`src/adxl_pkg.sv`:
```
package adxl_pkg;

	// operations selected at the top level
	typedef enum logic [1:0] {
		OP_WRITE_REG  = 2'd0,
		OP_READ_REG   = 2'd1,
		OP_READ_TEMP  = 2'd2,
		OP_READ_ACCEL = 2'd3
	} op_t;

	// byte level commands for the bit engine
	typedef enum logic [1:0] {
		CMD_START = 2'd0,
		CMD_WRITE = 2'd1,
		CMD_READ  = 2'd2,
		CMD_STOP  = 2'd3
	} byte_cmd_t;

	typedef enum logic [1:0] {
		RATE_100K = 2'd0,
		RATE_400K = 2'd1,
		RATE_1M   = 2'd2,
		RATE_3M4  = 2'd3
	} clk_rate_t;

	localparam int TICK_CNT_W = 8;

	// quarter bit length in 100 MHz clocks, indexed by clk_rate_t
	localparam logic [TICK_CNT_W-1:0] QTR_DIV [4] = '{8'd250, 8'd63, 8'd25, 8'd8};

	localparam logic [6:0] DEV_ADDR   = 7'h1D;
	localparam logic [7:0] REG_TEMP2  = 8'h06;
	localparam logic [7:0] REG_XDATA3 = 8'h08;

	localparam int TEMP_BYTES  = 2;
	localparam int ACCEL_BYTES = 9;

	typedef logic signed [31:0] sample_t;

endpackage

```
`src/i2c_byte_if.sv`:
```
interface i2c_byte_if;

	adxl_pkg::byte_cmd_t cmd;
	logic                cmd_valid;
	logic [7:0]          wr_byte;
	// 0 acknowledges a read byte
	logic                ack_out;
	logic                done;
	logic [7:0]          rd_byte;
	// device acknowledge after a write, 1 means nack
	logic                ack_in;

	modport seq (
		output cmd, cmd_valid, wr_byte, ack_out,
		input  done, rd_byte, ack_in
	);

	modport engine (
		input  cmd, cmd_valid, wr_byte, ack_out,
		output done, rd_byte, ack_in
	);

	modport mon (
		input cmd, cmd_valid, wr_byte, ack_out, done, rd_byte, ack_in
	);

endinterface

```
`src/adxl_i2c_top.sv`:
```
module adxl_i2c_top (
	input  logic                i_clk,
	input  logic                i_rst_n,
	input  logic                i_start,
	input  adxl_pkg::op_t       i_op,
	input  adxl_pkg::clk_rate_t i_clk_rate,
	input  logic [7:0]          i_reg_addr,
	input  logic [7:0]          i_w_data,
	input  logic                i_sda,
	output logic                o_busy,
	output logic                o_done,
	output logic                o_nack,
	output logic [7:0]          o_rd_data,
	output adxl_pkg::sample_t   o_temp,
	output adxl_pkg::sample_t   o_acc_x,
	output adxl_pkg::sample_t   o_acc_y,
	output adxl_pkg::sample_t   o_acc_z,
	output logic                o_scl_low,
	output logic                o_sda_low
);

	logic          tick;
	logic          commit;
	adxl_pkg::op_t op_latched;

	i2c_byte_if byte_bus ();

	scl_tick_gen scl_tick_gen_inst (
		.i_clk   (i_clk),
		.i_rst_n (i_rst_n),
		.i_rate  (i_clk_rate),
		.o_tick  (tick)
	);

	adxl_txn_sequencer adxl_txn_sequencer_inst (
		.i_clk      (i_clk),
		.i_rst_n    (i_rst_n),
		.i_start    (i_start),
		.i_op       (i_op),
		.i_reg_addr (i_reg_addr),
		.i_w_data   (i_w_data),
		.o_busy     (o_busy),
		.o_nack     (o_nack),
		.o_commit   (commit),
		.o_done     (o_done),
		.o_op       (op_latched),
		.bus        (byte_bus.seq)
	);

	i2c_bit_engine i2c_bit_engine_inst (
		.i_clk     (i_clk),
		.i_rst_n   (i_rst_n),
		.i_tick    (tick),
		.i_sda     (i_sda),
		.o_scl_low (o_scl_low),
		.o_sda_low (o_sda_low),
		.bus       (byte_bus.engine)
	);

	sample_assembler sample_assembler_inst (
		.i_clk     (i_clk),
		.i_rst_n   (i_rst_n),
		.i_op      (op_latched),
		.i_commit  (commit),
		.o_rd_data (o_rd_data),
		.o_temp    (o_temp),
		.o_acc_x   (o_acc_x),
		.o_acc_y   (o_acc_y),
		.o_acc_z   (o_acc_z),
		.bus       (byte_bus.mon)
	);

endmodule

```
`src/adxl_txn_sequencer.sv`:
```
module adxl_txn_sequencer (
	input  logic          i_clk,
	input  logic          i_rst_n,
	input  logic          i_start,
	input  adxl_pkg::op_t i_op,
	input  logic [7:0]    i_reg_addr,
	input  logic [7:0]    i_w_data,
	output logic          o_busy,
	output logic          o_nack,
	output logic          o_commit,
	output logic          o_done,
	output adxl_pkg::op_t o_op,
	i2c_byte_if.seq       bus
);

	typedef enum logic [1:0] {
		S_IDLE  = 2'd0,
		S_ISSUE = 2'd1,
		S_WAIT  = 2'd2,
		S_END   = 2'd3
	} seq_state_t;

	seq_state_t          state;
	logic [3:0]          step;
	logic                nack_seen;
	logic [7:0]          reg_q;
	logic [7:0]          data_q;
	logic [3:0]          n_bytes;
	logic [3:0]          final_step;
	logic [7:0]          reg_byte;
	adxl_pkg::byte_cmd_t cmd_c;
	logic [7:0]          byte_c;
	logic                is_addr;
	logic                is_final;

	// read length and register pointer of the latched operation
	always_comb begin
		case (o_op)
			adxl_pkg::OP_READ_TEMP: begin
				n_bytes  = 4'(adxl_pkg::TEMP_BYTES);
				reg_byte = adxl_pkg::REG_TEMP2;
			end
			adxl_pkg::OP_READ_ACCEL: begin
				n_bytes  = 4'(adxl_pkg::ACCEL_BYTES);
				reg_byte = adxl_pkg::REG_XDATA3;
			end
			default: begin
				n_bytes  = 4'd1;
				reg_byte = reg_q;
			end
		endcase
		final_step = (o_op == adxl_pkg::OP_WRITE_REG) ? 4'd4 : 4'd6 + n_bytes;
	end

	// byte plan: pointer write transaction, then the read transaction
	always_comb begin
		cmd_c   = adxl_pkg::CMD_READ;
		byte_c  = 8'h00;
		is_addr = 1'b0;
		if (step == final_step) begin
			cmd_c = adxl_pkg::CMD_STOP;
		end else begin
			case (step)
				4'd0: cmd_c = adxl_pkg::CMD_START;
				4'd1: begin
					cmd_c   = adxl_pkg::CMD_WRITE;
					byte_c  = {adxl_pkg::DEV_ADDR, 1'b0};
					is_addr = 1'b1;
				end
				4'd2: begin
					cmd_c  = adxl_pkg::CMD_WRITE;
					byte_c = reg_byte;
				end
				4'd3: begin
					// data byte for writes, end of pointer phase for reads
					cmd_c  = (o_op == adxl_pkg::OP_WRITE_REG) ? adxl_pkg::CMD_WRITE
					                                          : adxl_pkg::CMD_STOP;
					byte_c = data_q;
				end
				4'd4: cmd_c = adxl_pkg::CMD_START;
				4'd5: begin
					cmd_c   = adxl_pkg::CMD_WRITE;
					byte_c  = {adxl_pkg::DEV_ADDR, 1'b1};
					is_addr = 1'b1;
				end
				default: cmd_c = adxl_pkg::CMD_READ;
			endcase
		end
	end

	assign is_final      = (step == final_step);
	assign bus.cmd       = cmd_c;
	assign bus.wr_byte   = byte_c;
	// nack on the last read byte only
	assign bus.ack_out   = (step == 4'd5 + n_bytes);
	assign bus.cmd_valid = (state == S_ISSUE);

	always_ff @(posedge i_clk or negedge i_rst_n) begin
		if (!i_rst_n) begin
			state     <= S_IDLE;
			step      <= 4'd0;
			o_op      <= adxl_pkg::OP_WRITE_REG;
			o_busy    <= 1'b0;
			o_nack    <= 1'b0;
			nack_seen <= 1'b0;
			o_commit  <= 1'b0;
			o_done    <= 1'b0;
		end else begin
			o_commit <= 1'b0;
			o_done   <= 1'b0;
			case (state)
				S_IDLE: begin
					if (i_start) begin
						o_op      <= i_op;
						step      <= 4'd0;
						nack_seen <= 1'b0;
						o_busy    <= 1'b1;
						state     <= S_ISSUE;
					end
				end
				S_ISSUE: state <= S_WAIT;
				S_WAIT: begin
					if (bus.done) begin
						if (is_final) begin
							o_commit <= ~nack_seen;
							state    <= S_END;
						end else if (is_addr && bus.ack_in) begin
							// address not acknowledged, go straight to stop
							nack_seen <= 1'b1;
							step      <= final_step;
							state     <= S_ISSUE;
						end else begin
							step  <= step + 4'd1;
							state <= S_ISSUE;
						end
					end
				end
				default: begin
					o_done <= 1'b1;
					o_busy <= 1'b0;
					o_nack <= nack_seen;
					state  <= S_IDLE;
				end
			endcase
		end
	end

	always_ff @(posedge i_clk) begin
		if (state == S_IDLE && i_start) begin
			reg_q  <= i_reg_addr;
			data_q <= i_w_data;
		end
	end

endmodule

```
`src/i2c_bit_engine.sv`:
```
module i2c_bit_engine (
	input  logic       i_clk,
	input  logic       i_rst_n,
	input  logic       i_tick,
	input  logic       i_sda,
	output logic       o_scl_low,
	output logic       o_sda_low,
	i2c_byte_if.engine bus
);

	logic                active;
	adxl_pkg::byte_cmd_t cur_cmd;
	logic [1:0]          qtr;
	logic [3:0]          bit_cnt;
	logic                done_q;
	logic [7:0]          shift_q;
	logic                ack_out_q;
	logic                ack_in_q;
	logic                ack_bit;
	logic                bit_sda_low;
	logic                accept;
	logic                step;

	assign accept  = ~active & bus.cmd_valid;
	assign step    = active & i_tick;
	// ninth bit of a byte carries the acknowledge
	assign ack_bit = (bit_cnt == 4'd8);

	always_comb begin
		if (cur_cmd == adxl_pkg::CMD_WRITE) begin
			bit_sda_low = ack_bit ? 1'b0 : ~shift_q[7];
		end else begin
			bit_sda_low = ack_bit ? ~ack_out_q : 1'b0;
		end
	end

	always_ff @(posedge i_clk or negedge i_rst_n) begin
		if (!i_rst_n) begin
			active    <= 1'b0;
			cur_cmd   <= adxl_pkg::CMD_STOP;
			qtr       <= 2'd0;
			bit_cnt   <= 4'd0;
			done_q    <= 1'b0;
			o_scl_low <= 1'b0;
			o_sda_low <= 1'b0;
		end else begin
			done_q <= 1'b0;
			if (accept) begin
				active  <= 1'b1;
				cur_cmd <= bus.cmd;
				qtr     <= 2'd0;
				bit_cnt <= 4'd0;
			end else if (step) begin
				qtr <= qtr + 2'd1;
				case (cur_cmd)
					adxl_pkg::CMD_START: begin
						// sda falls with scl high, then scl goes low
						if (qtr == 2'd0) begin
							o_sda_low <= 1'b1;
						end else begin
							o_scl_low <= 1'b1;
							active    <= 1'b0;
							done_q    <= 1'b1;
						end
					end
					adxl_pkg::CMD_STOP: begin
						case (qtr)
							2'd0: o_sda_low <= 1'b1;
							2'd1: o_scl_low <= 1'b0;
							default: begin
								// sda rises with scl high, bus left idle
								o_sda_low <= 1'b0;
								active    <= 1'b0;
								done_q    <= 1'b1;
							end
						endcase
					end
					default: begin
						// data and ack bits, scl high in quarters 1 and 2
						case (qtr)
							2'd0: o_sda_low <= bit_sda_low;
							2'd1: o_scl_low <= 1'b0;
							2'd3: begin
								o_scl_low <= 1'b1;
								bit_cnt   <= bit_cnt + 4'd1;
								if (ack_bit) begin
									active <= 1'b0;
									done_q <= 1'b1;
								end
							end
						endcase
					end
				endcase
			end
		end
	end

	// shift register and acknowledge capture
	always_ff @(posedge i_clk) begin
		if (accept) begin
			shift_q   <= bus.wr_byte;
			ack_out_q <= bus.ack_out;
		end else if (step) begin
			if (!ack_bit && cur_cmd == adxl_pkg::CMD_WRITE && qtr == 2'd3) begin
				shift_q <= {shift_q[6:0], 1'b0};
			end
			if (!ack_bit && cur_cmd == adxl_pkg::CMD_READ && qtr == 2'd2) begin
				shift_q <= {shift_q[6:0], i_sda};
			end
			if (ack_bit && cur_cmd == adxl_pkg::CMD_WRITE && qtr == 2'd2) begin
				ack_in_q <= i_sda;
			end
		end
	end

	assign bus.done    = done_q;
	assign bus.rd_byte = shift_q;
	assign bus.ack_in  = ack_in_q;

endmodule

```
`src/sample_assembler.sv`:
```
module sample_assembler (
	input  logic              i_clk,
	input  logic              i_rst_n,
	input  adxl_pkg::op_t     i_op,
	input  logic              i_commit,
	output logic [7:0]        o_rd_data,
	output adxl_pkg::sample_t o_temp,
	output adxl_pkg::sample_t o_acc_x,
	output adxl_pkg::sample_t o_acc_y,
	output adxl_pkg::sample_t o_acc_z,
	i2c_byte_if.mon           bus
);

	logic [7:0] rx_buf [adxl_pkg::ACCEL_BYTES];
	logic [3:0] idx;
	logic       capture;

	// 20 bit axis, low nibble of the third byte is unused
	function automatic adxl_pkg::sample_t axis(
		input logic [7:0] b_hi,
		input logic [7:0] b_mid,
		input logic [7:0] b_lo
	);
		axis = {{12{b_hi[7]}}, b_hi, b_mid, b_lo[7:4]};
	endfunction

	assign capture = bus.done && (bus.cmd == adxl_pkg::CMD_READ)
	                 && (idx < 4'(adxl_pkg::ACCEL_BYTES));

	always_ff @(posedge i_clk or negedge i_rst_n) begin
		if (!i_rst_n) begin
			idx <= 4'd0;
		end else if (bus.cmd_valid && bus.cmd == adxl_pkg::CMD_START) begin
			idx <= 4'd0;
		end else if (capture) begin
			idx <= idx + 4'd1;
		end
	end

	always_ff @(posedge i_clk) begin
		if (capture) begin
			rx_buf[idx] <= bus.rd_byte;
		end
	end

	// only the results of the finished operation change
	always_ff @(posedge i_clk or negedge i_rst_n) begin
		if (!i_rst_n) begin
			o_rd_data <= 8'h00;
			o_temp    <= '0;
			o_acc_x   <= '0;
			o_acc_y   <= '0;
			o_acc_z   <= '0;
		end else if (i_commit) begin
			case (i_op)
				adxl_pkg::OP_READ_REG: o_rd_data <= rx_buf[0];
				adxl_pkg::OP_READ_TEMP: o_temp <= {20'd0, rx_buf[0][3:0], rx_buf[1]};
				adxl_pkg::OP_READ_ACCEL: begin
					o_acc_x <= axis(rx_buf[0], rx_buf[1], rx_buf[2]);
					o_acc_y <= axis(rx_buf[3], rx_buf[4], rx_buf[5]);
					o_acc_z <= axis(rx_buf[6], rx_buf[7], rx_buf[8]);
				end
				default: o_rd_data <= o_rd_data;
			endcase
		end
	end

endmodule

```
`src/scl_tick_gen.sv`:
```
module scl_tick_gen (
	input  logic                i_clk,
	input  logic                i_rst_n,
	input  adxl_pkg::clk_rate_t i_rate,
	output logic                o_tick
);

	logic [adxl_pkg::TICK_CNT_W-1:0] cnt;

	// free running down counter, new rate picked up on reload
	always_ff @(posedge i_clk or negedge i_rst_n) begin
		if (!i_rst_n) begin
			cnt    <= '0;
			o_tick <= 1'b0;
		end else if (cnt == '0) begin
			cnt    <= adxl_pkg::QTR_DIV[i_rate] - 1'b1;
			o_tick <= 1'b1;
		end else begin
			cnt    <= cnt - 1'b1;
			o_tick <= 1'b0;
		end
	end

endmodule

```
`config.mk`:
```
export PLATFORM = sky130hd
export DESIGN_NAME = adxl_i2c_top
export DESIGN_NICKNAME = d
export VERILOG_FILES = /design/src/adxl_pkg.sv /design/src/i2c_byte_if.sv /design/src/adxl_i2c_top.sv /design/src/adxl_txn_sequencer.sv /design/src/i2c_bit_engine.sv /design/src/sample_assembler.sv /design/src/scl_tick_gen.sv
export SDC_FILE = /design/constraint.sdc
export NUM_CORES = 1
export LEC_CHECK = 0
export ABC_AREA = 0
export BUFFER_PORTS_ARGS = -buffer_cell sky130_fd_sc_hd__clkbuf_2
export CORE_MARGIN = 3
export CORE_UTILIZATION = 50
export DETAILED_ROUTE_END_ITERATION = 6
export GPL_TIMING_DRIVEN = 0
export PLACE_DENSITY_LB_ADDON = 0.1
export SLEW_MARGIN = 20
export SYNTH_ARGS = -nofsm -noshare
export SYNTH_HDL_FRONTEND = slang
export SYNTH_SLANG_ARGS = --single-unit
export TNS_END_PERCENT = 50
```
`constraint.sdc`:
```
create_clock -name i_clk -period 7.7 [get_ports i_clk]
set_clock_uncertainty 0.05 [all_clocks]
set_input_delay 1.155 -clock i_clk [delete_from_list [all_inputs] [get_ports i_clk]]
set_output_delay 1.155 -clock i_clk [all_outputs]
set_load 0.02 [all_outputs]
```
==> out/qor.yml <==
ir_drop_v: 0.000178
finalMaxSlewViolations: 0
route.vias.total: 5562
syn-cell-area_mm2: 0.00890
synth_top_flop_cell: "dfrtp_1"
ctsResizeCount: 0
holdBufCountCts: 0
place_hpwl_um: 13000
overflow: 0
ys_ff_latch: 204
synth_xor_xnor_area_share: 0.00787
fin_tns_setup_ns: 0
synthArstFlopShare: 0.578
layout_commonest_cell: "clkbuf_2"
muxShareOfSynthArea: 0.111
nFillCells: 1390
die-area_mm2: 0.0194
cts-root-buf: "clkbuf_16"
register_area_mm2: 0.00554
ios: 165
area_delta_synth_final_pct: 19.6
hp-class: "flip-flop to flip-flop"
drv_cap: 0
synthSimpleGateAreaFrac: 0.0751
antenna_left: 0
clock_latency_ns: 0.48
grt_pass1_wl_um: 29800
synthCells: 660
layout-drive-gt1-share: 0.392
cts.sinks: 204
dr_wl_met2_um: 8920
wl_met1_um: 7910
wl_per_cell_um: 16.8
p_leak_nw: 5.08
crit_path_max_fanout: 10
routed.top_layer: "met4"
setup_viol: 0
portBuffers: 144
fin_crit_ns: 3.50
die_x_um: 139
crit_type: "flip-flop to flip-flop"
slew_headroom: 0.351
hold_viol: 0
required_ns: 7.76
status: "completed"
worst_slew_pin_slew_ns: 0.971
synth.distinct_cells: 64
cts_tree: "done"
fp.dieH_um: 139
synth_edf_count: 86
route.final.wire_length_um: 18200
finish.utilization: 0.614
max_freq_mhz: 286
seq_area_frac_synth: 0.622
cp.arrival_ns: 3.55
numCtsBuffers: 21
wl_met3_um: 1060
multiInputGateArea_mm2: 0.00284
syn-mean-instance-area_um2: 13.5
post-cts-setup-buffers: 0
grt_max_degree: 73
start_kind: "flip-flop"
yosys_warnings: 0
first_iter_violations: 307
min_period_over_period: 0.454
grt_antenna_before_repair: 0
cts-htree-levels: 1
final_cell_mix: "143 x clkbuf_2, 116 x dfrtp_1, 86 x edfxtp_1"
via_per_inst: 5.13
synth_compound_area_frac: 0.0731
synth_top_family_by_area: "multiplexers"
grt_pass1_vias: 5819
p_per_area_mw_per_mm2: 251
clk_path_buf_depth: 3
rsz0062_at_grt: "false"
critPathCaptureType: "flip-flop"
start_util: 0.513
clkSlewWorstSetupHoldPaths_ns: 0.06
grtUsageTotal: 0.187
rows: 48
place_congestion: 0.864
synth_adder_area_share: 0.0422
fin_cells: 1085
antennaDiodeCount: 0
dp.cells: 1049
fp.coreArea_mm2: 0.0174
drc: 0
num-nets-final: 901
first_pass_iters: 4
## sequential cells by signal (all words and copies together) (netlist names), 8 cells and up
| name | cells |
|---|---|
| adxl_txn_sequencer_inst.data_q | 8 |
| adxl_txn_sequencer_inst.reg_q | 8 |
| i2c_bit_engine_inst.bus.rd_byte | 8 |
| sample_assembler_inst.o_acc_x | 20 |
| sample_assembler_inst.o_acc_y | 20 |
| sample_assembler_inst.o_acc_z | 20 |
| sample_assembler_inst.o_rd_data | 8 |
| sample_assembler_inst.o_temp | 12 |
| sample_assembler_inst.rx_buf | 60 |
| scl_tick_gen_inst.cnt | 8 |
## metrics by stage
step	cell area, um^2	setup WS, ns	total power [W]	hold slack (ns)
after detailed placement	10000	4.21	0.00177	0.389
after CTS	10600	4.20	0.00270	0.397
final	10700	4.20	0.00267	0.398
after floorplan	8970	4.58	0.00163	0.367
after global routing	10700	4.01	0.00282	0.427
after global placement	9980	3.66	0.00175	0.377
## routing by layer
layer	track usage	vias up
li1	-	2661
met1	0.247	2710
met2	0.324	165
met3	0.0302	26
met4	0.0484	0
met5	0	-
## final cells by class
class,count,area share
multi-input combinational,372,0.266
buffer,74,0.0471
clock buffer,28,0.0556
timing repair buffer,145,0.0711
inverter,29,0.0102
tap,225,0.0264
sequential,204,0.520
clock inverter,8,0.00341
## kinds of logic (layout without fill, tap and decap cells)
family                     after synthesis  in the layout
and+or+nand+nor                        129            129
AOI/OAI and AO/OA                       97             97
DFF                                    204            204
buffers and inverters                  103            284
adders and majority gates               30             30
muxes                                   88             88
xor gates and xnor gates                 8              8
other                                    1             20
## cell usage after synthesis (6+ instances only)
cell | n | share of area
dfrtp_1 | 116 | 0.33
edfxtp_1 | 86 | 0.29
mux2_2 | 84 | 0.11
buf_4 | 56 | 0.047
nor2_1 | 32 | 0.013
nand2_1 | 31 | 0.013
ha_1 | 30 | 0.042
inv_1 | 27 | 0.011
a21oi_1 | 23 | 0.013
o21ai_0 | 18 | 0.010
nor3_1 | 15 | 0.0084
nand3_1 | 9 | 0.0051
a31oi_1 | 7 | 0.0049
nand2b_1 | 7 | 0.0049
a22oi_1 | 6 | 0.0051
buf_1 | 6 | 0.0025
clkbuf_1 | 6 | 0.0025
## worst max-delay path, cell delays in order, from the launching register on
cell and delay, ns:
dfrtp_1 0.41, buf_6 0.16, nand2b_1 0.21, ha_1 0.37
o21a_1 0.15, xnor2_1 0.17, o21a_4 0.17, or4_4 0.60
nor4b_2 0.82
## path summary, 6_finish.rpt
kind                       depth (start not counted)                                         from                                            to  slack (ns)
setup / recovery                                   8  adxl_txn_sequencer_inst.o_op[0]$_DFFE_PN0P_  sample_assembler_inst.rx_buf[1][6]$_DFFE_PP_        4.20
hold / removal                                     1           scl_tick_gen_inst.cnt[0]$_DFF_PN0_            scl_tick_gen_inst.cnt[0]$_DFF_PN0_        0.40
setup reg to reg                                   8  adxl_txn_sequencer_inst.o_op[0]$_DFFE_PN0P_  sample_assembler_inst.rx_buf[1][6]$_DFFE_PP_        4.20
hold reg to reg                                    1           scl_tick_gen_inst.cnt[0]$_DFF_PN0_            scl_tick_gen_inst.cnt[0]$_DFF_PN0_        0.40
max in group asynchronous                          2                                      i_rst_n    i2c_bit_engine_inst.cur_cmd[0]$_DFFE_PN1P_        6.31
min in group asynchronous                          1                                      i_rst_n   sample_assembler_inst.o_temp[4]$_DFFE_PN0P_        0.56
## report_power, final
part           total (W)  switching (W)  internal (W)
combinational   0.000501       0.000312      0.000190
sequential       0.00125      0.0000528       0.00120
clock           0.000919       0.000384      0.000535
total            0.00267       0.000749       0.00193
No activity file was read; power rests on OpenSTA's default activity.
